$ cat src/verilog/sync_fifo.sv
`timescale 1ns/1ns

module sync_fifo #(
    parameter type payload_t = logic,
    parameter int  DEPTH     = 4
) (
    input  logic     clk,
    input  logic     reset_i,
    input  logic     push_i,
    input  payload_t push_data_i,
    input  logic     pop_i,
    output payload_t pop_data_o,
    output logic     full_o,
    output logic     empty_o
);

    localparam int PTR_BW = (DEPTH > 1) ? $clog2(DEPTH) : 1;
    localparam int CNT_BW = $clog2(DEPTH + 1);

    payload_t            mem [DEPTH];
    logic [PTR_BW-1:0]   wr_ptr_q;
    logic [PTR_BW-1:0]   rd_ptr_q;
    logic [CNT_BW-1:0]   count_q;
    logic                do_push;
    logic                do_pop;

    assign full_o     = count_q == CNT_BW'(DEPTH);
    assign empty_o    = count_q == '0;
    assign do_push    = push_i && !full_o;
    assign do_pop     = pop_i && !empty_o;

    // Head entry is visible without read latency
    assign pop_data_o = mem[rd_ptr_q];

    always_ff @(posedge clk) begin
        if (reset_i) begin
            wr_ptr_q <= '0;
            rd_ptr_q <= '0;
            count_q  <= '0;
        end else begin
            if (do_push) begin
                wr_ptr_q <= (wr_ptr_q == PTR_BW'(DEPTH - 1)) ? '0 : wr_ptr_q + 1'b1;
            end
            if (do_pop) begin
                rd_ptr_q <= (rd_ptr_q == PTR_BW'(DEPTH - 1)) ? '0 : rd_ptr_q + 1'b1;
            end
            if (do_push && !do_pop) begin
                count_q <= count_q + 1'b1;
            end else if (do_pop && !do_push) begin
                count_q <= count_q - 1'b1;
            end
        end
    end

    always_ff @(posedge clk) begin
        if (do_push) begin
            mem[wr_ptr_q] <= push_data_i;
        end
    end

endmodule

$ cat config.mk
export PLATFORM = sky130hd
export DESIGN_NAME = sync_fifo
export DESIGN_NICKNAME = d
export VERILOG_FILES = /design/src/verilog/sync_fifo.sv
export SDC_FILE = /design/constraint.sdc
export NUM_CORES = 1
export LEC_CHECK = 0
export ABC_AREA = 1
export BUFFER_PORTS_ARGS = -buffer_cell sky130_fd_sc_hd__buf_2
export CAP_MARGIN = 20
export CORE_ASPECT_RATIO = 1.25
export CORE_MARGIN = 4
export CORE_UTILIZATION = 25
export CTS_CLUSTER_SIZE = 20
export DETAILED_ROUTE_END_ITERATION = 12
export SYNTH_ARGS = -nofsm -noshare
export SYNTH_HDL_FRONTEND = slang
export SYNTH_SLANG_ARGS = --single-unit
$ cat constraint.sdc
create_clock -name clk -period 1.64 [get_ports clk]
set_input_delay 0.082 -clock clk [delete_from_list [all_inputs] [get_ports clk]]
set_output_delay 0.082 -clock clk [all_outputs]
set_load 0.005 [all_outputs]
==> results.cfg <==
[timing]
hold_violations = 0
rsz0062_at_grt = true
period_share_pct = 94.7
slew_viol_final = 0
slew_headroom_pct = 85.6
fmax_ghz = 0.644
setup_viol = 0
tns_ns = 0
fin_skew_ns = 0.00114
tightest_slew_ns = 0.215
fin_crit_ns = 1.55

[global_routing]
antenna_found_initial = 0
grt_pass1_vias = 494
grt_max_degree = 8
overflow = 0
grtUsageTotal_pct = 7.08
grt_pass1_wl_um = 1820

[floorplan]
dieArea_sq_um = 3560
ios = 8
die_h_um = 65.7
num_rows = 20
fp.dieW_um = 54.2
start_util_pct = 26.6
core-area_sq_um = 2500

[cells_and_area]
nets = 111
diodes = 0
area_delta_synth_final_pct = 25.9
drive_above_1_share_pct = 27.6

[synthesis]
synth_fp_nets = 94
seq_area_frac_synth_pct = 45.1
netlist_top_cells_area = dfxtp_1 (27%), edfxtp_1 (18%), ha_1 (11%)
synth_common_cells = inv_1 (17), nor2_1 (16), nand2_1 (11), dfxtp_1 (9), ha_1 (6)
synth_edf_count = 4
ys_ff_latch = 13
synth_area_leader_cell = dfxtp_1
synth_cells = 82
synth_top_area_share_pct = 27.1
yosysWarnings = 0
synth-async-reset-ratio_pct = 0
synthMostInstantiatedCell = inv_1
synth_cell_type_count = 15
synth_flop_cell = dfxtp_1
syn_area_per_cell_sq_um = 8.12
syn_area_sq_um = 666

[clock_network]
cts_tree = built
clkTransAtPathRegs_ns = 0.08
h-tree-depth = 1
clk_latency_ns = 0.27
hold_buffers = 0
cts_buffers = 3
cts.path.max_buffers = 2
clkSinkCount = 13
cts_root_buf = clkbuf_4

[power]
p_leak_nw = 0.407
ir_drop_uv = 752
powerDensity_nw_per_um2 = 1620
power.total_mw = 1.36

[status]
status = finished clean

[worst_setup_path]
worstSetupStartpointType = register
r2r_end = count_q[1]$_SDFFE_PP0P_
crit_path_end = count_q[1]$_SDFFE_PP0P_
worstSetupEndpointType = register
cp_max_fo = 2
r2r_cells = 9
r2r-start = count_q[0]$_SDFFE_PP0P_
r2r_slack_ns = 0.09
cp.arrival_ns = 1.72
path_class = reg -> reg
crit_start = count_q[0]$_SDFFE_PP0P_
required_ns = 1.81

[run]
maxCapViolCount = 0

[routing]
drc_errors = 0
num_vias = 528
firstDrtPassIters = 2
routed_via_density = 4.03
first_iter_violations = 3
ant_nets = 0
avgRoutedWirePerCell_um = 8.31
wl_um = 1090

[worst_hold_path]
min_path_type = in -> reg

[place]
io_buffers = 7
dpl.hpwl_um = 834
gp_congestion = 0.720
power by group:
group          internal [mW]  switching [mW]  total [mW]
Clock                 0.0940          0.0973       0.191
Combinational          0.315           0.355       0.670
Sequential             0.434          0.0651       0.500
Total                  0.843           0.517        1.36
metal layers:
| layer | track usage [%] | vias up | share of wire (%) |
|---|---|---|---|
| li1 | - | 286 | - |
| met1 | 7.94 | 229 | 47 |
| met2 | 11.1 | 9 | 45 |
| met3 | 1.59 | 4 | 4.0 |
| met4 | 5.61 | 0 | 3.3 |
| met5 | 0 | - | 0 |
metrics by stage:
stage	util (%)	instances	cell area (sq um)	worst slack (ns)	hold slack [ns]
after floorplan	-	82	676	-0.00149	0.181
after global placement	31.3	126	782	0.0119	0.308
after detailed placement	31.3	126	782	-0.0246	0.299
after CTS	32.6	130	816	0.0217	0.0137
after global routing	33.5	131	838	-0.0148	0.00633
final	33.5	131	838	0.0874	0.0229
critical path: stages (launching register included):
cell and delay (ns):
dfxtp_2 0.34, nor2_4 0.12, nand2_2 0.07, nand2_2 0.08, inv_2 0.04, ha_4 0.15
inv_2 0.06, fa_2 0.42, o21ai_1 0.12, nor2_1 0.04
cells by family after synthesis:
kind of cell	after synthesis	synth area share [%]
simple gates	36	24.3
compound gates	9	6.77
flops	13	45.1
fa+ha+maj	7	14.3
buf+inv	17	9.59
cell usage in the layout (no fill, tap or decap):
cell	instances
nor2_4	1
nand3_1	2
nand2_1	10
o21ai_1	1
clkbuf_1	1
nand4_1	1
nand2_2	3
ha_1	5
buf_2	7
inv_1	15
nand2_4	1
nand3b_1	1
o21ai_0	4
dfxtp_1	7
nand3b_2	1
ha_4	1
buf_4	5
dfxtp_2	1
nor2_1	16
edfxtp_1	4
dfxtp_4	1
clkbuf_4	3
fa_2	1
a21oi_1	4
inv_2	2
final cells by class:
class / instances / area [sq um]
timing repair buffer: 12 / 72.6
inverter: 17 / 63.8
sequential: 13 / 305
tap: 33 / 41.3
clock buffer: 4 / 26.3
fill: 275 / 1660
multi-input combinational: 52 / 329
timing repair:
| action | CTS | global route |
|---|---|---|
| setup buffers | 0 | 1 |
| endpoints found under the setup margin | 2 | 2 |
| gates resized for setup | 4 | 3 |
| cloned | 0 | 0 |
| pin swaps | 1 | 1 |
how the worst min path moves through the flow:
stage                     start               end  slack [ns]  cells after the start
finish              push_data_i  mem[0]$_DFFE_PP_        0.02                      1
global route        push_data_i  mem[2]$_DFFE_PP_       0.006                      1
CTS                 push_data_i  mem[0]$_DFFE_PP_        0.01                      1
detailed placement  push_data_i  mem[0]$_DFFE_PP_        0.30                      1
global placement    push_data_i  mem[1]$_DFFE_PP_        0.31                      1
floorplan           push_data_i  mem[0]$_DFFE_PP_        0.18                      0
Note: power is estimated with default switching activity, not from simulation.
