**src/common/dma_pkg.sv**
```systemverilog
package dma_pkg;

    // --------------------
    // Datamover command
    // --------------------
    typedef struct packed {
        logic [3:0]  cache;
        logic [3:0]  user;
        logic [3:0]  rsvd;
        logic [3:0]  tag;
        logic [31:0] saddr;
        logic        drr;
        logic        eof;
        logic [5:0]  dsa;
        logic        burst_type;
        logic [22:0] btt;
    } dma_cmd_t;

    // Fixed descriptor fields
    localparam logic       CMD_BURST_INCR = 1'b1;
    localparam logic [5:0] CMD_DSA        = 6'd0;
    localparam logic       CMD_EOF        = 1'b1;
    localparam logic       CMD_DRR        = 1'b0;
    localparam logic [3:0] CMD_TAG        = 4'd6;
    localparam logic [3:0] CMD_RSVD       = 4'd0;
    localparam logic [3:0] CMD_USER       = 4'hf;
    localparam logic [3:0] CMD_CACHE      = 4'd2;

    // --------------------
    // Configuration map
    // --------------------
    localparam int CFG_BW      = 32;
    localparam int CFG_ADDR_BW = 2;

    localparam logic [CFG_ADDR_BW-1:0] CFG_ADDR_THRESH    = 2'd0;
    localparam logic [CFG_ADDR_BW-1:0] CFG_ADDR_W_BASE    = 2'd1;
    localparam logic [CFG_ADDR_BW-1:0] CFG_ADDR_COL_BYTES = 2'd2;

endpackage

```
**src/verilog/cfg_regs.sv**
```systemverilog
`timescale 1ns/1ns

module cfg_regs
    import dma_pkg::*;
(
    input  logic                   clk,
    input  logic                   reset_i,
    input  logic                   cfg_we_i,
    input  logic [CFG_ADDR_BW-1:0] cfg_addr_i,
    input  logic [CFG_BW-1:0]      cfg_wdata_i,
    output logic [CFG_BW-1:0]      cfg_rdata_o,
    output logic [CFG_BW-1:0]      thresh_o,
    output logic [CFG_BW-1:0]      w_base_o,
    output logic [CFG_BW-1:0]      col_bytes_o
);

    // Register writes
    always_ff @(posedge clk) begin
        if (reset_i) begin
            thresh_o    <= '0;
            w_base_o    <= '0;
            col_bytes_o <= '0;
        end else if (cfg_we_i) begin
            case (cfg_addr_i)
                CFG_ADDR_THRESH:    thresh_o    <= cfg_wdata_i;
                CFG_ADDR_W_BASE:    w_base_o    <= cfg_wdata_i;
                CFG_ADDR_COL_BYTES: col_bytes_o <= cfg_wdata_i;
                default: ;
            endcase
        end
    end

    // Readback lags the address by one cycle
    always_ff @(posedge clk) begin
        if (reset_i) begin
            cfg_rdata_o <= '0;
        end else begin
            case (cfg_addr_i)
                CFG_ADDR_THRESH:    cfg_rdata_o <= thresh_o;
                CFG_ADDR_W_BASE:    cfg_rdata_o <= w_base_o;
                CFG_ADDR_COL_BYTES: cfg_rdata_o <= col_bytes_o;
                default:            cfg_rdata_o <= '0;
            endcase
        end
    end

endmodule

```
**config.mk**
```make
export PLATFORM = sky130hd
export DESIGN_NAME = cfg_regs
export DESIGN_NICKNAME = d
export VERILOG_FILES = /design/src/common/dma_pkg.sv /design/src/verilog/cfg_regs.sv
export SDC_FILE = /design/constraint.sdc
export NUM_CORES = 1
export LEC_CHECK = 0
export BUFFER_PORTS_ARGS = -buffer_cell sky130_fd_sc_hd__clkbuf_2
export CELL_PAD_IN_SITES_DETAIL_PLACEMENT = 2
export CELL_PAD_IN_SITES_GLOBAL_PLACEMENT = 2
export CORE_MARGIN = 2
export CORE_UTILIZATION = 31
export CTS_CLUSTER_SIZE = 24
export DETAILED_ROUTE_END_ITERATION = 12
export GPL_ROUTABILITY_DRIVEN = 1
export HOLD_SLACK_MARGIN = 0.05
export PLACE_DENSITY_LB_ADDON = 0.12
export REMOVE_ABC_BUFFERS = 1
export SYNTH_ARGS = -nofsm -noshare
export SYNTH_HDL_FRONTEND = slang
export SYNTH_SLANG_ARGS = --single-unit
export TNS_END_PERCENT = 5
```
**constraint.sdc**
```tcl
create_clock -name clk -period 1.1 [get_ports clk]
set_input_delay 0 -clock clk [delete_from_list [all_inputs] [get_ports clk]]
set_output_delay 0 -clock clk [all_outputs]
set_load 0.02 [all_outputs]
```
==> qor.csv <==
stage,metric,value,unit
run_status,status,"complete, no violations",
clock_tree,post_cts_resized,0,
clock_tree,clockBufferDepth,2,
worst_setup_path,slowest_stage,dfxtp_1,
clock_tree,cts_setup_buffers,0,
sta,rsz0062_at_grt,false,
worst_setup_path,critical_path.top_delay_family,flip-flops,
sta,max_freq,991.9,MHz
synth,synth_seq_cells,128,
floorplan,start_util,31.40,%
sta,maxSlewHeadroom,72.58,%
clock_tree,clkSinkCount,128,
global_route,grt_max_degree,53,
power_and_ir_drop,ir_drop,1.035,mV
global_route,busiest_layer,met2,
worst_setup_path,crit_arrival,1010,ps
route,vias,4122,
clock_tree,root_buffer,clkbuf_16,
worst_setup_path,critPathLaunchType,flip-flop,
synth,netlist_area,5151,um2
sta,min_period_over_period,91.65,%
synth,syn_inst,460,
synth,yosysWarnings,0,
power_and_ir_drop,total_power,11.46,mW
route,routed_wl,16130,um
global_route,grt_antenna_before_repair,0,
worst_setup_path,required,1100,ps
place,dp_hpwl,11120,um
sta,finClkSkew,6.348,ps
clock_tree,clk_pin_slew_worst_paths,50,ps
sta,finalHoldViolations,0,
place,place_congestion,0.7082,
power_and_ir_drop,p_leak,3.372,nW
global_route,track_usage,18.97,%
cells_and_area,area.growth.synth_to_final,37.36,%
cells_and_area,fin_area,7076,um2
route,viasPerCell,4.647,
clock_tree,cts_tree,built,
flow_run,cap_violations,0,
worst_setup_path,crit_fanout,3,
floorplan,die_h,132.9,um
cells_and_area,layout_commonest_cell,clkbuf_2,
global_route,grt_pass1_wl,25970,um
global_route,grt_remaining_overflow,0,
route,initialDrtViolationCount,129,
sta,tightestPinTransition,411.3,ps
floorplan,die_area,17660,um2
synth,synth-seq-area-share,49.74,%
cells_and_area,drive_gt1_share,31.33,%
worst_setup_path,slowest_delay,400,ps
worst_setup_path,path_class,reg2out,
route,dr.pass1.iters,4,
worst_setup_path,end_kind,output port,
clock_tree,cts_made_buffers,17,
global_route,grt_use_met1,22.35,%
floorplan,rows,47,
cells_and_area,final_cell_mix,"clkbuf_2 (164), nand2b_1 (128), mux2i_1 (128), dfxtp_1 (128)",
power_and_ir_drop,p_per_area,1620,nW/um2
place,dpl_cell_area,6197,um2
synth,yosysUniqueCellTypes,13,
route,drc_errors,0,
hold_path,hp-class,in2reg,
cells_and_area,num_antenna_cells,0,
synth,avgSynthCellArea,11.20,um2
sta,final_max_slew_viol_count,0,
clock_tree,clock_latency,410,ps
route,wl_per_cell,18.19,um
floorplan,core-area,16410,um2
cells_and_area,nets,692,
global_route,grt_pass1_vias,4531,
global_route,use_met2,33.02,%
floorplan,ios,165,
floorplan,chipWidth,132.9,um
clock_tree,cts_htree_levels,4,
place,portBuffers,164,
sta,period_needed,1008,ps
global_route,grt_use_met3,5.479,%
worst_setup_path,path_buf_inv,1,
worst_setup_path,crit_path_cell_trace,clkbuf_2,
sta,setup_viol,0,
route,detail-route-antenna-nets,0,
==> stage by stage <==
| step | setup WS [ps] | util, % | TNS, ps | std cells | hold slack [ps] |
|---|---|---|---|---|---|
| 2_1_floorplan | -697.5 | - | -40350 | 423 | 177.8 |
| 3_3_place_gp | 71.45 | 37.77 | 0 | 824 | 309.7 |
| 3_5_place_dp | 30.91 | 37.77 | 0 | 824 | 324.0 |
| 4_1_cts | 67.16 | 43.13 | 0 | 887 | 140.0 |
| 5_1_grt | 43.03 | 43.13 | 0 | 887 | 165.7 |
| 6_report | 91.87 | 43.13 | 0 | 887 | 133.5 |
==> power breakdown <==
part / switching, mW / internal [mW] / total, mW
clock: 1.98 / 3.43 / 5.41
combinational: 0.649 / 0.513 / 1.16
sequential: 0.104 / 4.79 / 4.89
==> registers in the layout, summed over array words and instances, names as in the netlist <==
register,count
col_bytes_o,32
cfg_rdata_o,32
thresh_o,32
w_base_o,32
==> layer usage <==
layer / part of all wire, % / vias to the layer above / routed length [um]
met5: 0 / - / 0
met1: 43 / 2029 / 6951
met3: 5.5 / 15 / 884
met2: 50 / 114 / 8118
li1: - / 1964 / -
met4: 1.1 / 0 / 176
==> layout make-up <==
type / count / area [um2]
fillers: 1748 / 9331
flip-flops and latches: 128 / 2562
multi-input cells: 295 / 2349
repair buffers: 213 / 1331
clock buffers: 25 / 475.5
well taps: 220 / 275.3
clock inverters: 6 / 82.58
==> synthesized netlist by cell type, drive strengths merged <==
master,number,area (um2)
mux2i,128,1281
and3b,1,8.760
buf,24,200.2
or3b,1,8.760
nand2b,129,807.0
nor3b,1,12.51
or2,1,6.260
clkbuf,13,48.80
o22ai,32,200.2
dfxtp,128,2562
nand3b,2,15.01
==> what timing repair did <==
item | in CTS | in global routing
endpoints found under the hold margin | 96 | 0
hold buffers | 32 | 0
setup endpoints to repair | 0 | 0
==> kinds of logic (layout without fill, tap and decap cells) <==
logic type	after synthesis	in the layout	share of synthesized area (%)
multiplexers	128	128	24.87
buffers and inverters	37	244	4.834
AO/OA/AOI/OAI	32	32	3.886
flip-flops	128	128	49.75
AND/OR/NAND/NOR	135	135	16.66
==> final timing paths <==
path,cells past startpoint,startpoint,end,slack [ps]
setup / recovery,1,thresh_o[23]$_SDFFE_PP0P_,thresh_o[23],90
setup reg to reg,2,thresh_o[31]$_SDFFE_PP0P_,cfg_rdata_o[31]$_SDFF_PP0_,390
hold reg to reg,2,thresh_o[18]$_SDFFE_PP0P_,thresh_o[18]$_SDFFE_PP0P_,490
hold / removal,4,reset_i,thresh_o[5]$_SDFFE_PP0P_,130
==> tightest hold or removal path: cells and delay by family <==
kind                   cells  cell delay (ps)
buffers and inverters      2              320
AND/OR/NAND/NOR            1              110
multiplexers               1               50
(Power assumes the default switching activity.)
