**src/common/drnn_pkg.sv**
```systemverilog
package drnn_pkg;

    // --------------------
    // Fixed-point formats
    // --------------------
    localparam int ACT_INT_BW = 8;
    localparam int ACT_FRA_BW = 8;
    localparam int W_INT_BW   = 1;
    localparam int W_FRA_BW   = 7;

    localparam int ACT_BW = ACT_INT_BW + ACT_FRA_BW;
    localparam int W_BW   = W_INT_BW + W_FRA_BW;
    localparam int ACC_BW = 32;

    // Nonzero index width
    localparam int NZI_BW = 16;

    // --------------------
    // Data types
    // --------------------
    typedef logic signed [ACT_BW-1:0] act_t;
    typedef logic signed [W_BW-1:0]   w_t;

    // One extra bit so the difference of two activations never overflows
    typedef logic signed [ACT_BW:0]   delta_t;

    // Wrapping accumulator
    typedef logic signed [ACC_BW-1:0] acc_t;

    typedef struct packed {
        logic [NZI_BW-1:0] idx;
        delta_t            delta;
    } nz_t;

endpackage
```
**src/hpc/mac_array.sv**
```systemverilog
`timescale 1ns/1ns

module mac_array
    import drnn_pkg::*;
#(
    parameter int NUM_PE = 8
) (
    input  logic              clk,
    input  logic              reset_i,
    input  logic              scan_done_i,
    input  delta_t            fifo_data_i,
    input  logic              fifo_empty_i,
    output logic              pop_o,
    input  logic              w_valid_i,
    output logic              w_ready_o,
    input  w_t [NUM_PE-1:0]   w_data_i,
    output logic              out_valid_o,
    output act_t [NUM_PE-1:0] out_data_o
);

    localparam acc_t ACT_MAX = (acc_t'(1) <<< (ACT_BW - 1)) - 1;
    localparam acc_t ACT_MIN = -(acc_t'(1) <<< (ACT_BW - 1));

    logic pending_q;
    logic beat;

    // One weight beat consumes one queued delta
    assign w_ready_o = !fifo_empty_i;
    assign beat      = w_valid_i && w_ready_o;
    assign pop_o     = beat;

    // --------------------
    // Frame completion
    // --------------------
    assign out_valid_o = pending_q && fifo_empty_i;

    always_ff @(posedge clk) begin
        if (reset_i) begin
            pending_q <= 1'b0;
        end else if (scan_done_i) begin
            pending_q <= 1'b1;
        end else if (out_valid_o) begin
            pending_q <= 1'b0;
        end
    end

    // --------------------
    // Processing elements
    // --------------------
    for (genvar p = 0; p < NUM_PE; p++) begin : g_pe
        acc_t acc_q;
        acc_t prod;
        acc_t scaled;

        assign prod = acc_t'(fifo_data_i) * acc_t'(w_data_i[p]);

        // Accumulators carry over from frame to frame
        always_ff @(posedge clk) begin
            if (reset_i) begin
                acc_q <= '0;
            end else if (beat) begin
                acc_q <= acc_q + prod;
            end
        end

        // Drop the weight fraction bits, then clamp to activation range
        assign scaled = acc_q >>> W_FRA_BW;

        always_comb begin
            if (scaled > ACT_MAX) begin
                out_data_o[p] = act_t'(ACT_MAX);
            end else if (scaled < ACT_MIN) begin
                out_data_o[p] = act_t'(ACT_MIN);
            end else begin
                out_data_o[p] = act_t'(scaled);
            end
        end
    end

endmodule

```
**config.mk**
```make
export PLATFORM = sky130hd
export DESIGN_NAME = mac_array
export DESIGN_NICKNAME = d
export VERILOG_FILES = /design/src/common/drnn_pkg.sv /design/src/hpc/mac_array.sv
export SDC_FILE = /design/constraint.sdc
export NUM_CORES = 2
export LEC_CHECK = 0
export ABC_AREA = 0
export BUFFER_PORTS_ARGS = -buffer_cell sky130_fd_sc_hd__buf_2
export CAP_MARGIN = 20
export CORE_MARGIN = 4
export CORE_UTILIZATION = 40
export CTS_CLUSTER_DIAMETER = 40
export CTS_CLUSTER_SIZE = 16
export DETAILED_ROUTE_END_ITERATION = 8
export GPL_TIMING_DRIVEN = 1
export PLACE_DENSITY = 0.65
export SETUP_SLACK_MARGIN = 0.05
export SLEW_MARGIN = 5
export SYNTH_ARGS = -nofsm -noshare
export SYNTH_HDL_FRONTEND = slang
export SYNTH_SLANG_ARGS = --single-unit
```
**constraint.sdc**
```tcl
create_clock -name clk -period 7.3 [get_ports clk]
set_clock_uncertainty 0.1 [all_clocks]
set_input_delay 0.365 -clock clk [delete_from_list [all_inputs] [get_ports clk]]
set_output_delay 0.365 -clock clk [all_outputs]
set_load 0.02 [all_outputs]
```
==> results.txt <==
Status: completed
Detailed router's first-iteration violation count: 2559
Core Box Area: 152400 sq um
Sinks on Clock Net: 257
Post-Place Cells: 8708
Mean instance size in the synthesized netlist: 9.194 sq um
TritonCTS clock tree: done
Clock latency on the worst-skew pair: 670 ps
Setup Viol. Count Final: 0
Per-cell via count in the routed design: 5.202
Number of buffers added by the clock tree synthesis step: 77
Placed Area: 64890 sq um
Overall die height: 400.3 um
Share of synthesized area occupied by flip-flops and latches: 8.358%
Chip Width: 400.3 um
Type of the worst setup path: in2reg
Site row count: 143
Yosys top cell area share: 42.41%
Ys async rst share: 0%
Slew at the pin with the worst max-slew slack: 1074 ps
Number of synthesized flops with an enable pin: 0
Buffer depth of the longest clock path: 3
CTS clock-pin slew for the worst setup and hold paths: 40 ps
Ratio of cells with drive above 1 in the final layout: 7.066%
Count of placed standard cells in the final layout, fillers left out: 8870
Syn nets: 8645
Unrepaired setup endpoints after global routing: false
Number of warnings printed during yosys synthesis: 0
Post-detailed-route count of antenna-violating nets: 0
Area grow syn2layout: 9.785%
All-layer global routing usage: 20.98%
Port-buffer cells: 216
Post-synth top flop: sky130_fd_sc_hd__dfxtp_1
Top Ports: 217
Launching element type of the critical path: primary input
DRC violations left: 0
Number of flip-flops and latches in the synthesized netlist: 257
Summed negative setup slack over all endpoints: 0 ps
Final RePlAce weighted congestion: 0.8911
Wire length per cell: 18.45 um
Final cell area excluding filler cells: 67580 sq um
Effective utilization at floorplan: 40.38%
Via count of the routed design: 46.14k
Post-Syn Area: 61560 sq um
Final core utilization: 44.33%
Most instantiated library cell after synthesis: sky130_fd_sc_hd__fa_1
Count of H-tree levels built during CTS: 3
Number of max-cap violations: 0
Initial antenna violation count: 30
Cell taking the most area after synthesis: sky130_fd_sc_hd__fa_1
Worst min-delay path category: in2reg
Remaining global-route overflow: 0
Post-CTS Setup Repair Bufs: 0
Total iterations of the first detailed-routing run: 6
Fmax: 161.7 MHz
Kind of capture point of the worst setup path: flop
Detailed Place HPWL: 131.1 mm
Top cells by count, synth: sky130_fd_sc_hd__fa_1, sky130_fd_sc_hd__inv_1, sky130_fd_sc_hd__nand2_1, sky130_fd_sc_hd__and2_1, sky130_fd_sc_hd__ha_1
Crit path time final: 6186 ps
Required time worst endpoint: 7700 ps
Distinct cells, synth: 81
Die Area: 160200 sq um
Largest cells by area after synthesis: sky130_fd_sc_hd__fa_1, sky130_fd_sc_hd__ha_1, sky130_fd_sc_hd__dfxtp_1, sky130_fd_sc_hd__inv_1, sky130_fd_sc_hd__and2_1
Gate Count Post-Synth: 6695
Max-slew violation count: 0
Final Hold Violating Endpoints: 0
Arrival time at the worst endpoint: 6580 ps
Number of global-route vias before repair: 50.84k
Maximum fanout along the worst path: 31
Sum of routed wire length over all layers: 163.7 mm
Max-slew headroom: 27.94%
Clock root buffer master: sky130_fd_sc_hd__clkbuf_16
Number of nets at the end of the flow: 8711
Tcrit/Tclk final: 84.74%
Wire length of the first global-routing pass: 273.5 mm
Maximum number of pins on one net before global-route repair: 81
-- state kept, by name, indices dropped and copies added (netlist names) --
signal / count
pending_q: 1
g_pe.acc_q: 256
-- logic make-up (layout without fill, tap and decap cells) --
logic type / after synthesis / count (layout) / synth area share (%)
fa+ha+maj: 1864 / 1864 / 53.79
xor+xnor: 202 / 202 / 2.874
compound gates: 1024 / 1024 / 10.70
simple gates: 1953 / 1953 / 15.66
mux: 10 / 10 / 0.1707
other cells: 0 / 19 / 0
flops: 257 / 257 / 8.358
buf+inv: 1385 / 1511 / 8.446
-- routing by layer --
metal  wire length [um]  up-vias  track usage, %
met5                143        -               0
met3               9710      248           4.127
met2              78120     1096           35.03
met1              71190    23570           27.80
li1                   -    21210               -
met4               4498       20           5.850
-- worst max-delay path, stage by stage --
cell                        delay, ps
sky130_fd_sc_hd__buf_2            650
sky130_fd_sc_hd__buf_4            330
sky130_fd_sc_hd__nand2_1          110
sky130_fd_sc_hd__fa_1             510
sky130_fd_sc_hd__inv_1             50
sky130_fd_sc_hd__fa_1             500
sky130_fd_sc_hd__inv_1             50
sky130_fd_sc_hd__fa_1             520
sky130_fd_sc_hd__inv_1             50
sky130_fd_sc_hd__fa_1             430
sky130_fd_sc_hd__ha_1             290
sky130_fd_sc_hd__ha_1             330
sky130_fd_sc_hd__and2b_1          160
sky130_fd_sc_hd__o21ai_0          130
sky130_fd_sc_hd__a2111oi_0        840
sky130_fd_sc_hd__buf_4            240
sky130_fd_sc_hd__o21bai_1         110
sky130_fd_sc_hd__nand3_1          180
sky130_fd_sc_hd__nand2_1          120
sky130_fd_sc_hd__o31ai_1          330
sky130_fd_sc_hd__xnor2_1          160
sky130_fd_sc_hd__o21ai_0           90
-- area by class of cell --
class / count / area [sq um]
clock inverters: 43 / 489.2
clock buffers: 96 / 2118
multi-input cells: 5053 / 51290
fillers: 14770 / 84860
repair buffers: 308 / 1943
flip-flops and latches: 257 / 5145
well taps: 2030 / 2540
diodes: 19 / 47.55
inverters: 1064 / 4001
-- final timing paths --
check                           cells after the start             start  slack, ps                 to
worst max-delay path                               22    fifo_data_i[6]       1110  g_pe[3].acc_q[28]
worst min-delay path                                2           reset_i         80  g_pe[4].acc_q[17]
worst max register to register                     22  g_pe[3].acc_q[4]       1300  g_pe[3].acc_q[28]
worst min register to register                      2  g_pe[2].acc_q[4]        350   g_pe[2].acc_q[4]
-- through the flow --
| stage | hold WS (ps) | worst slack (ps) |
|---|---|---|
| 6_report | 82.42 | 1114 |
| 5_1_grt | 67.75 | 874.3 |
| 4_1_cts | 54.35 | 1179 |
| 3_5_place_dp | 344.7 | 521.8 |
| 3_3_place_gp | 339.6 | 562.2 |
| 2_1_floorplan | 331.9 | 1338 |
-- placed cells by master, fill, tap and decap left out, drive strengths merged, types with 26 or more instances in the layout --
cell type	instances
nor2	255
clkbuf	99
a31oi	36
nor3	44
nand2	745
buf	304
and2	628
a211oi	49
o21ai	174
fa	1304
or3	26
o21a	35
o21bai	28
ha	560
clkinv	32
a21oi	325
nand3	71
inv	1061
dfxtp	257
a21o	232
nand2b	52
nand4	29
xor2	65
xnor2	137
-- repair_timing --
action                    4_1_cts  5_1_grt
hold buffers                    1        0
gates resized for setup         0        0
hold endpoints to repair        1        0
Power is not shown: default switching activity piles up to over one toggle a cycle in this logic, so the estimate is an artifact.
