### src/common/dma_pkg.sv
package dma_pkg;

    // --------------------
    // Datamover command
    // --------------------
    typedef struct packed {
        logic [3:0]  cache;
        logic [3:0]  user;
        logic [3:0]  rsvd;
        logic [3:0]  tag;
        logic [31:0] saddr;
        logic        drr;
        logic        eof;
        logic [5:0]  dsa;
        logic        burst_type;
        logic [22:0] btt;
    } dma_cmd_t;

    // Fixed descriptor fields
    localparam logic       CMD_BURST_INCR = 1'b1;
    localparam logic [5:0] CMD_DSA        = 6'd0;
    localparam logic       CMD_EOF        = 1'b1;
    localparam logic       CMD_DRR        = 1'b0;
    localparam logic [3:0] CMD_TAG        = 4'd6;
    localparam logic [3:0] CMD_RSVD       = 4'd0;
    localparam logic [3:0] CMD_USER       = 4'hf;
    localparam logic [3:0] CMD_CACHE      = 4'd2;

    // --------------------
    // Configuration map
    // --------------------
    localparam int CFG_BW      = 32;
    localparam int CFG_ADDR_BW = 2;

    localparam logic [CFG_ADDR_BW-1:0] CFG_ADDR_THRESH    = 2'd0;
    localparam logic [CFG_ADDR_BW-1:0] CFG_ADDR_W_BASE    = 2'd1;
    localparam logic [CFG_ADDR_BW-1:0] CFG_ADDR_COL_BYTES = 2'd2;

endpackage

### src/common/drnn_pkg.sv
package drnn_pkg;

    // --------------------
    // Fixed-point formats
    // --------------------
    localparam int ACT_INT_BW = 8;
    localparam int ACT_FRA_BW = 8;
    localparam int W_INT_BW   = 1;
    localparam int W_FRA_BW   = 7;

    localparam int ACT_BW = ACT_INT_BW + ACT_FRA_BW;
    localparam int W_BW   = W_INT_BW + W_FRA_BW;
    localparam int ACC_BW = 32;

    // Nonzero index width
    localparam int NZI_BW = 16;

    // --------------------
    // Data types
    // --------------------
    typedef logic signed [ACT_BW-1:0] act_t;
    typedef logic signed [W_BW-1:0]   w_t;

    // One extra bit so the difference of two activations never overflows
    typedef logic signed [ACT_BW:0]   delta_t;

    // Wrapping accumulator
    typedef logic signed [ACC_BW-1:0] acc_t;

    typedef struct packed {
        logic [NZI_BW-1:0] idx;
        delta_t            delta;
    } nz_t;

endpackage
### src/ieu/delta_encoder.sv
`timescale 1ns/1ns

module delta_encoder
    import drnn_pkg::*, dma_pkg::*;
#(
    parameter int NUM_PE = 8
) (
    input  logic                    clk,
    input  logic                    reset_i,
    input  logic [CFG_BW-1:0]       thresh_i,
    input  logic                    in_valid_i,
    output logic                    in_ready_o,
    input  act_t [NUM_PE-1:0]       in_data_i,
    output logic                    nz_valid_o,
    input  logic                    nz_ready_i,
    output nz_t                     nz_data_o,
    output logic                    scan_done_o
);

    localparam int IDX_BW = (NUM_PE > 1) ? $clog2(NUM_PE) : 1;

    typedef enum logic [1:0] {
        S_IDLE,
        S_SCAN,
        S_DONE
    } state_t;

    state_t              state_q;
    logic [IDX_BW-1:0]   idx_q;
    act_t [NUM_PE-1:0]   cur_q;
    act_t [NUM_PE-1:0]   prev_q;

    delta_t              diff;
    logic [ACT_BW:0]     mag;
    logic                hit;
    logic                last;
    logic                step;

    // --------------------
    // Element compare
    // --------------------
    assign diff = delta_t'(cur_q[idx_q]) - delta_t'(prev_q[idx_q]);
    assign mag  = diff[ACT_BW] ? -diff : diff;
    assign hit  = CFG_BW'(mag) >= thresh_i;
    assign last = idx_q == IDX_BW'(NUM_PE - 1);

    // Skipped elements advance at once, hits wait for the handshake
    assign step = !hit || nz_ready_i;

    assign in_ready_o      = state_q == S_IDLE;
    assign scan_done_o     = state_q == S_DONE;
    assign nz_valid_o      = (state_q == S_SCAN) && hit;
    assign nz_data_o.idx   = NZI_BW'(idx_q);
    assign nz_data_o.delta = diff;

    // --------------------
    // Scan control
    // --------------------
    always_ff @(posedge clk) begin
        if (reset_i) begin
            state_q <= S_IDLE;
            idx_q   <= '0;
            prev_q  <= '0;
        end else begin
            case (state_q)
                S_IDLE: begin
                    if (in_valid_i) begin
                        state_q <= S_SCAN;
                        idx_q   <= '0;
                    end
                end
                S_SCAN: begin
                    if (step) begin
                        if (last) begin
                            state_q <= S_DONE;
                        end else begin
                            idx_q <= idx_q + 1'b1;
                        end
                    end
                end
                default: begin
                    state_q <= S_IDLE;
                end
            endcase

            // Remember the value that was actually sent
            if (nz_valid_o && nz_ready_i) begin
                prev_q[idx_q] <= cur_q[idx_q];
            end
        end
    end

    // Vector capture
    always_ff @(posedge clk) begin
        if (in_valid_i && in_ready_o) begin
            cur_q <= in_data_i;
        end
    end

endmodule

### config.mk
export PLATFORM = sky130hd
export DESIGN_NAME = delta_encoder
export DESIGN_NICKNAME = d
export VERILOG_FILES = /design/src/common/dma_pkg.sv /design/src/common/drnn_pkg.sv /design/src/ieu/delta_encoder.sv
export SDC_FILE = /design/constraint.sdc
export NUM_CORES = 1
export LEC_CHECK = 0
export BUFFER_PORTS_ARGS = -buffer_cell sky130_fd_sc_hd__buf_4
export CORE_UTILIZATION = 50
export CTS_CLUSTER_SIZE = 30
export DETAILED_ROUTE_END_ITERATION = 10
export GPL_TIMING_DRIVEN = 0
export PLACE_DENSITY = 0.72
export SETUP_SLACK_MARGIN = 0.15
export SLEW_MARGIN = 0
export SYNTH_ARGS = -nofsm -noshare
export SYNTH_HDL_FRONTEND = slang
export SYNTH_SLANG_ARGS = --single-unit
### constraint.sdc
create_clock -name clk -period 7.88 [get_ports clk]
set_input_delay 0.788 -clock clk [delete_from_list [all_inputs] [get_ports clk]]
set_output_delay 0.788 -clock clk [all_outputs]
set_load 0.01 [all_outputs]
==> out/metrics.yaml, run 1 <==
synth_largest_area_cell: "edfxtp_1"
slowest_stage: "clkbuf_2"
final_util: 0.634
fin_crit_sh: 0.934
seq_area_frac_synth: 0.536
first_pass_iters: 5
grt_pass1_wl_mm: 48.3
overflow: 0
fp.dieW_um: 158
htreeDepth: 1
synth_edf_count: 128
critPathRequiredTime_ps: 7090
yosys_warnings: 0
worstSetupEndpointType: "output pin"
synthArstFlopShare: 0
ys_top_cells_by_area: "edfxtp_1 32%, dfxtp_1 22%, mux2i_1 11%, a22oi_1 6.2%, nor2_1 4.7%"
synth_cell_types: 72
crit_cells: 27
diodes: 0
coreArea_um2: 23600
synth_cells: 1029
hpwl_mm: 22.3
via_per_inst: 5.66
yosys.area.top_type_share: 0.317
layout.nets: 1472
finalSetupViolCount: 0
clkTransAtPathRegs_ps: 70
grt_usage: 0.256
min_delay_path_depth: 1
whs_ps: 442
hold_viol: 0
finalPower_w: 0.00312
netlist_area_um2: 12100
slowest_delay_ps: 390
maxSlewHeadroom: 0.463
path_buf_inv: 8
cap_violations: 0
synth_most_common_cell: "nor2_1"
maxSlewViolCount: 0
cts_hold_buf: 0
drt_wl_total_mm: 31.8
drive_gt1_frac: 0.256
cts-root-buf: "clkbuf_16"
insertion_delay_ps: 520
die_area_um2: 24900
tightest_slew_ps: 806
rsz0062_at_grt: "no"
dr_total_vias: 9103
initial_utilization: 0.514
power_leakage_nw: 6.68
start_kind: "flop"
wl_per_cell_um: 19.8
rows: 56
io_pins: 200
post-route-drc-count: 0
grt_max_degree: 74
drtIter0Drc: 651
crit_fanout: 10
yosys_register_bits: 261
syn_avg_cell_area_um2: 11.8
ys.flop_type: "dfxtp_1"
max_freq_mhz: 136
synthTopCellsByCount: "153 x nor2_1, 133 x dfxtp_1, 129 x mux2i_1, 128 x edfxtp_1, 100 x a22oi_1"
outcome: "finished clean"
grt_pass1_vias: 8863
cts.path.max_buffers: 3
tns_ps: 0
skew_ps: 10.7
rr_worst_depth: 29
arrival_ps: 6570
cts_tree: "built"
cts_made_buffers: 25
ant_nets: 0
die_h_um: 158
grt_antenna_before_repair: 0
hold_class: "in -> reg"
io_buffers: 184
worstSetupPathType: "reg -> out"
fin_crit_ps: 7360
cpLargestDelayFamily: "buffers and inverters"
max-vdd-ir-drop_mv: 0.224
place.gp.congestion: 0.835
syn2layout_area_growth_pct: 23.4
cts.sinks: 261
p_per_area_nw_per_um2: 208
==> state kept, by name, summed over array words and instances, names as in the netlist <==
| signal | cells |
|---|---|
| cur_q | 128 |
| prev_q | 128 |
| idx_q | 3 |
| state_q | 2 |
==> repair_timing <==
item	CTS	global route
endpoints found under the setup margin	1	1
buffers inserted	0	18
gates cloned	0	0
resized for setup	13	23
endpoints found under the hold margin	0	0
pin swaps	0	3
==> logic make-up after synthesis <==
family          Yosys count  synth area share
simple gates            260             0.108
mux                     129             0.106
compound gates          208             0.142
flops                   261             0.536
buf+inv                 109            0.0480
other cells               1          0.000309
fa+ha+maj                37            0.0387
xor+xnor                 24            0.0204
==> cell type report <==
cell class,count,area [µm²]
clock inverters,13,111
well taps,319,399
flip-flops and latches,261,6510
plain buffers,75,483
clock buffers,32,672
inverters,34,128
repair buffers,203,1540
multi-input cells,671,5130
fillers,1882,8630
==> power breakdown <==
group	internal (W)	switching, W	total [W]
logic	0.000205	0.000279	0.000484
registers	0.00147	0.0000113	0.00148
clock network	0.000664	0.000491	0.00116
total	0.00234	0.000782	0.00312
==> metal layers <==
layer	track usage	vias to the layer above	routed length, µm
met5	0	-	0
met4	0.0744	0	649
met3	0.0391	42	2450
met2	0.442	392	15200
met1	0.329	4364	13500
li1	-	4305	-
==> layout by cell type (no fill, tap or decap), types with 19 or more instances in the layout <==
cell,netlist,final
nand4_1,23,23
inv_1,32,32
mux2i_1,129,129
edfxtp_1,128,128
clkbuf_1,40,27
a21oi_1,24,24
a22oi_1,100,100
clkbuf_2,0,19
buf_4,14,216
dfxtp_1,133,133
nor2_1,153,151
clkbuf_16,0,25
ha_1,36,36
==> path summary, 6_finish.rpt <==
path / startpoint / to / slack, ps
worst max register to register: idx_q[0]$_SDFFE_PP0P_ / prev_q[91]$_SDFFE_PP0P_ / 1020
worst max-delay path: idx_q[0]$_SDFFE_PP0P_ / nz_valid_o / 520
worst min register to register: prev_q[112]$_SDFFE_PP0P_ / prev_q[112]$_SDFFE_PP0P_ / 490
worst min-delay path: in_data_i[103] / cur_q[103]$_DFFE_PP_ / 440
==> per-stage QoR <==
step                std cells  setup slack (ps)  instance area, µm²
floorplan                1041              1980               12200
global placement         1544               431               14000
detailed placement       1545               386               14000
CTS                      1590               167               14800
global route             1608               142               15000
finish                   1608               518               15000
(Power assumes the default switching activity.)
==> run 2: changes to the inputs <==
CORE_UTILIZATION = 53   (was 50)
PLACE_DENSITY = 0.76   (was 0.72)
SETUP_SLACK_MARGIN = 0.1   (was 0.15)
==> out/metrics.yaml, run 2 (synthesis results as in run 1) <==
cts_hold_buf: 0
max-vdd-ir-drop_mv: 0.192
final_cell_mix: "214 x buf_4, 151 x nor2_1, 133 x dfxtp_1"
rows: 55
maxSlewHeadroom: 0.495
post-route-drc-count: 0
clkTransAtPathRegs_ps: 70
skew_ps: 12.9
hold_viol: 0
via_per_inst: 5.80
critPathRequiredTime_ps: 7090
cts_made_buffers: 24
cts.path.max_buffers: 3
start_kind: "flop"
p_per_area_nw_per_um2: 209
io_pins: 200
placed_cells: 1511
syn2layout_area_growth_pct: 22.9
setup_ws_ps: 358
place.gp.congestion: 0.865
overflow: 0
fin_crit_sh: 0.955
grt_usage: 0.262
drt_wl_total_mm: 31.4
grt.met1_usage: 0.337
htreeDepth: 1
ant_nets: 0
final_common_cell: "buf_4"
instances_no_fill: 1572
coreArea_um2: 22600
path_buf_inv: 7
cts-root-buf: "clkbuf_16"
hold_class: "in -> reg"
tightest_slew_ps: 757
wl_per_cell_um: 20.0
worstSetupPathType: "reg -> out"
slowest_delay_ps: 440
use_met2: 0.453
arrival_ps: 6730
die_area_um2: 23500
rr_worst_depth: 29
die_h_um: 153
cap_violations: 0
diodes: 0
dr_total_vias: 9111
multi_input_area_um2: 5120
fin_crit_ps: 7520
reg.largest.list: "cur_q: 128 flops, prev_q: 128 flops, idx_q: 3 flops"
pre_cts_slack_ps: 270
tns_ps: 0
cts.sinks: 261
ff_latch_area_um2: 6510
initial_utilization: 0.538
power_leakage_nw: 6.68
grt_pass1_vias: 8704
maxSlewViolCount: 0
finalSetupViolCount: 0
insertion_delay_ps: 530
outcome: "finished clean"
drive_gt1_frac: 0.253
grt_pass1_wl_mm: 47.8
slowest_stage: "clkbuf_2"
top_usage_layer: "met2"
rsz0062_at_grt: "no"
first_pass_iters: 5
hpwl_mm: 22.1
worstSetupEndpointType: "output pin"
grt_antenna_before_repair: 0
min_delay_path_depth: 1
cpLargestDelayFamily: "compound AO/OA/AOI/OAI gates"
drtIter0Drc: 670
grt_max_degree: 79
io_buffers: 184
layout.nets: 1470
use_met3: 0.0442
n_fill_cell: 1716
crit_cells: 27
cts_tree: "built"
crit_fanout: 10
max_freq_mhz: 133
fp.dieW_um: 153
==> run 2: changes by cell type in the layout (fill, tap and decap cells not counted), sizes merged <==
cell	delta
clkbuf	-3
clkinv	+3
clkinvlp	-2
buf	-1
bufinv	+1
==> run 2: repair_timing <==
action,4_1_cts,5_1_grt
pin swaps,0,5
resized for setup,16,16
setup endpoints to repair,1,1
buffers inserted,0,17
==> run 2: worst register-to-register path: cells and delay by family (launching register included) <==
kind | cells | cell delay, ps
AO/OA/AOI/OAI | 11 | 2330
adder cells (fa/ha/maj) | 3 | 920
buffers and inverters | 7 | 1750
flip-flops | 1 | 350
XOR/XNOR | 1 | 160
AND/OR/NAND/NOR | 6 | 1100
multiplexers | 1 | 220
==> run 2: final cells by class <==
| cell class | count | share of cell area |
|---|---|---|
| sequential | 261 | 0.436 |
| multi-input combinational | 671 | 0.343 |
| timing repair buffer | 202 | 0.104 |
| clock buffer | 29 | 0.0429 |
| buffer | 75 | 0.0323 |
| tap | 285 | 0.0239 |
| clock inverter | 15 | 0.00931 |
| inverter | 34 | 0.00855 |
==> run 2: metal layers <==
layer  share of wire  up-vias
met5               0        -
met4           0.024        0
met3           0.080       54
met2            0.48      390
met1            0.41     4368
li1                -     4299
==> run 2: path summary, 6_finish.rpt <==
path                                  from  slack, ps                       end
setup / recovery     idx_q[0]$_SDFFE_PP0P_        360                nz_valid_o
hold / removal              in_data_i[113]        430      cur_q[113]$_DFFE_PP_
setup reg to reg     idx_q[0]$_SDFFE_PP0P_        890   prev_q[93]$_SDFFE_PP0P_
hold reg to reg   prev_q[125]$_SDFFE_PP0P_        500  prev_q[125]$_SDFFE_PP0P_
==> run 2: stage by stage <==
step	hold slack [ps]	area, µm²	util	total power, W
after global routing	421	14900	0.661	0.00324
after CTS	424	14800	0.654	0.00312
after floorplan	464	12200	-	0.00180
after global placement	474	13900	0.617	0.00197
final	434	14900	0.661	0.00313
after detailed placement	485	14000	0.618	0.00198
==> run 2: report_power, final <==
| group | internal [W] | switching, W | leakage [nW] |
|---|---|---|---|
| Clock | 0.000674 | 0.000490 | 0.377 |
| Sequential | 0.00147 | 0.0000115 | 2.29 |
| Combinational | 0.000205 | 0.000278 | 4.02 |
==> run 3: changes to the inputs <==
ABC_AREA = 1   (was default)
PLACE_DENSITY = 0.75   (was 0.76)
==> out/metrics.yaml, run 3 <==
outcome: "finished clean"
ff_latch_area_um2: 6510
drive_gt1_frac: 0.176
synth_most_common_cell: "inv_1"
hold_class: "in -> reg"
drtIter0Drc: 1083
power_leakage_nw: 7.19
insertion_delay_ps: 550
critPathRequiredTime_ps: 7090
r2r_end: "prev_q[83]$_SDFFE_PP0P_"
finalSetupViolCount: 0
die_h_um: 160
synth_cell_types: 49
final_cell_mix: "366 x inv_1, 326 x nand2_1, 202 x buf_4"
min_delay_path_depth: 1
worstSetupPathType: "reg -> out"
htreeDepth: 1
grt_antenna_before_repair: 0
setup_ws_ps: 683
pre_cts_slack_ps: 1110
coreArea_um2: 24400
p_per_area_nw_per_um2: 213
cp_common_cell: "nand2_1"
cts-root-buf: "clkbuf_16"
grt_pass1_wl_mm: 56.2
min_from: "in_data_i[18]"
maxSlewViolCount: 0
cts_hold_buf: 0
ant_nets: 0
post-route-cell-area_um2: 15900
initial_utilization: 0.542
rr_worst_depth: 35
worstSetupEndpointType: "output pin"
arrival_ps: 6410
grt_max_degree: 84
yosys_warnings: 0
crit_fanout: 10
placed_cells: 2149
overflow: 0
dr_total_vias: 11300
rr_startpoint: "idx_q[0]$_SDFFE_PP0P_"
synthArstFlopShare: 0
slowest_stage: "a221oi_1"
maxSlewHeadroom: 0.531
max-vdd-ir-drop_mv: 0.208
hpwl_mm: 26.3
hold_viol: 0
cts.sinks: 261
placed_area_um2: 15100
io_pins: 200
grt_pass1_vias: 10900
r2r_setup_slack_ps: 1080
fin_crit_sh: 0.913
synth_largest_area_cell: "edfxtp_1"
syn_avg_cell_area_um2: 8.13
io_buffers: 186
final_common_cell: "inv_1"
fp.dieW_um: 160
slowest_delay_ps: 500
post-route-drc-count: 0
drt_wl_total_mm: 35.6
reg.largest.list: "cur_q: 128 flops, prev_q: 128 flops, idx_q: 3 flops"
yosys.area.top_type_share: 0.291
die_area_um2: 25600
synth_cells: 1626
grt_usage: 0.281
rows: 57
place.gp.congestion: 0.926
fin_crit_ps: 7200
rsz0062_at_grt: "no"
multi_input_area_um2: 4930
final_util: 0.654
tightest_slew_ps: 702
yosys_register_bits: 261
seq_area_frac_synth: 0.492
ys.flop_type: "dfxtp_1"
min_to: "cur_q[18]$_DFFE_PP_"
netlist_area_um2: 13200
tns_ps: 0
synthTopCellsByCount: "367 x inv_1, 326 x nand2_1, 172 x nor2_1, 133 x dfxtp_1, 128 x edfxtp_1"
cts_made_buffers: 27
instances_no_fill: 2199
cts.path.max_buffers: 3
ys_top_cells_by_area: "edfxtp_1 29%, dfxtp_1 20%, inv_1 10%, nand2_1 9.3%, nor2_1 4.9%"
max_freq_mhz: 139
n_fill_cell: 2019
first_pass_iters: 5
clkTransAtPathRegs_ps: 60
cap_violations: 0
via_per_inst: 5.15
syn2layout_area_growth_pct: 20.7
wl_per_cell_um: 16.2
synth_edf_count: 128
layout.nets: 2055
skew_ps: 13.4
cts_tree: "built"
diodes: 0
start_kind: "flop"
## run 3: what timing repair did
action | in CTS | in global routing
resized for setup | 0 | 1
endpoints found under the setup margin | 0 | 1
buffers inserted | 0 | 0
## run 3: stage by stage
stage | hold WS (ps) | total power, W
after global routing | 402 | 0.00353
after detailed placement | 497 | 0.00218
final | 411 | 0.00339
after global placement | 495 | 0.00217
after floorplan | 473 | 0.00195
after CTS | 402 | 0.00340
## run 3: layout make-up
cell class                 count  share of cell area
timing repair buffer         187              0.0893
clock inverter                 8             0.00502
inverter                     378              0.0891
sequential                   261               0.408
buffer                        75              0.0258
multi-input combinational    924               0.309
tap                          324              0.0254
clock buffer                  42              0.0484
## run 3: worst max-delay path by stage
stage | from | slack, ps | cells after the start | endpoint
finish | idx_q[0]$_SDFFE_PP0P_ | 680 | 32 | nz_valid_o
CTS | idx_q[1]$_SDFFE_PP0P_ | 640 | 31 | nz_valid_o
global placement | idx_q[1]$_SDFFE_PP0P_ | 1280 | 34 | prev_q[91]$_SDFFE_PP0P_
global route | idx_q[2]$_SDFFE_PP0P_ | 120 | 32 | nz_valid_o
detailed placement | idx_q[1]$_SDFFE_PP0P_ | 1110 | 34 | prev_q[83]$_SDFFE_PP0P_
floorplan | idx_q[0]$_SDFFE_PP0P_ | 2760 | 29 | nz_valid_o
## run 3: worst max-delay path, delay by kind of cell (launching register included)
family	cells	cell delay, ps
AOI/OAI and AO/OA	3	1050
DFF	1	320
xor gates and xnor gates	1	140
buffers and inverters	10	1540
and+or+nand+nor	15	1790
adders and majority gates	3	970
## run 3: metal layers
metal / vias up / wire length (µm) / track usage
met5: - / 0 / 0
met4: 0 / 1530 / 0.119
met3: 90 / 2780 / 0.0413
met2: 487 / 16300 / 0.463
met1: 5121 / 15000 / 0.369
li1: 5616 / - / -
## run 3: logic make-up after synthesis
logic type      after synthesis  synth area share
simple gates                590             0.192
buf+inv                     453             0.138
compound gates              270             0.132
flops                       261             0.492
fa+ha+maj                    37            0.0356
xor+xnor                     14           0.00928
other cells                   1          0.000284
## run 3: report_power, final
part           internal [W]  switching (W)
Sequential          0.00148      0.0000172
Combinational      0.000259       0.000399
Clock              0.000708       0.000523
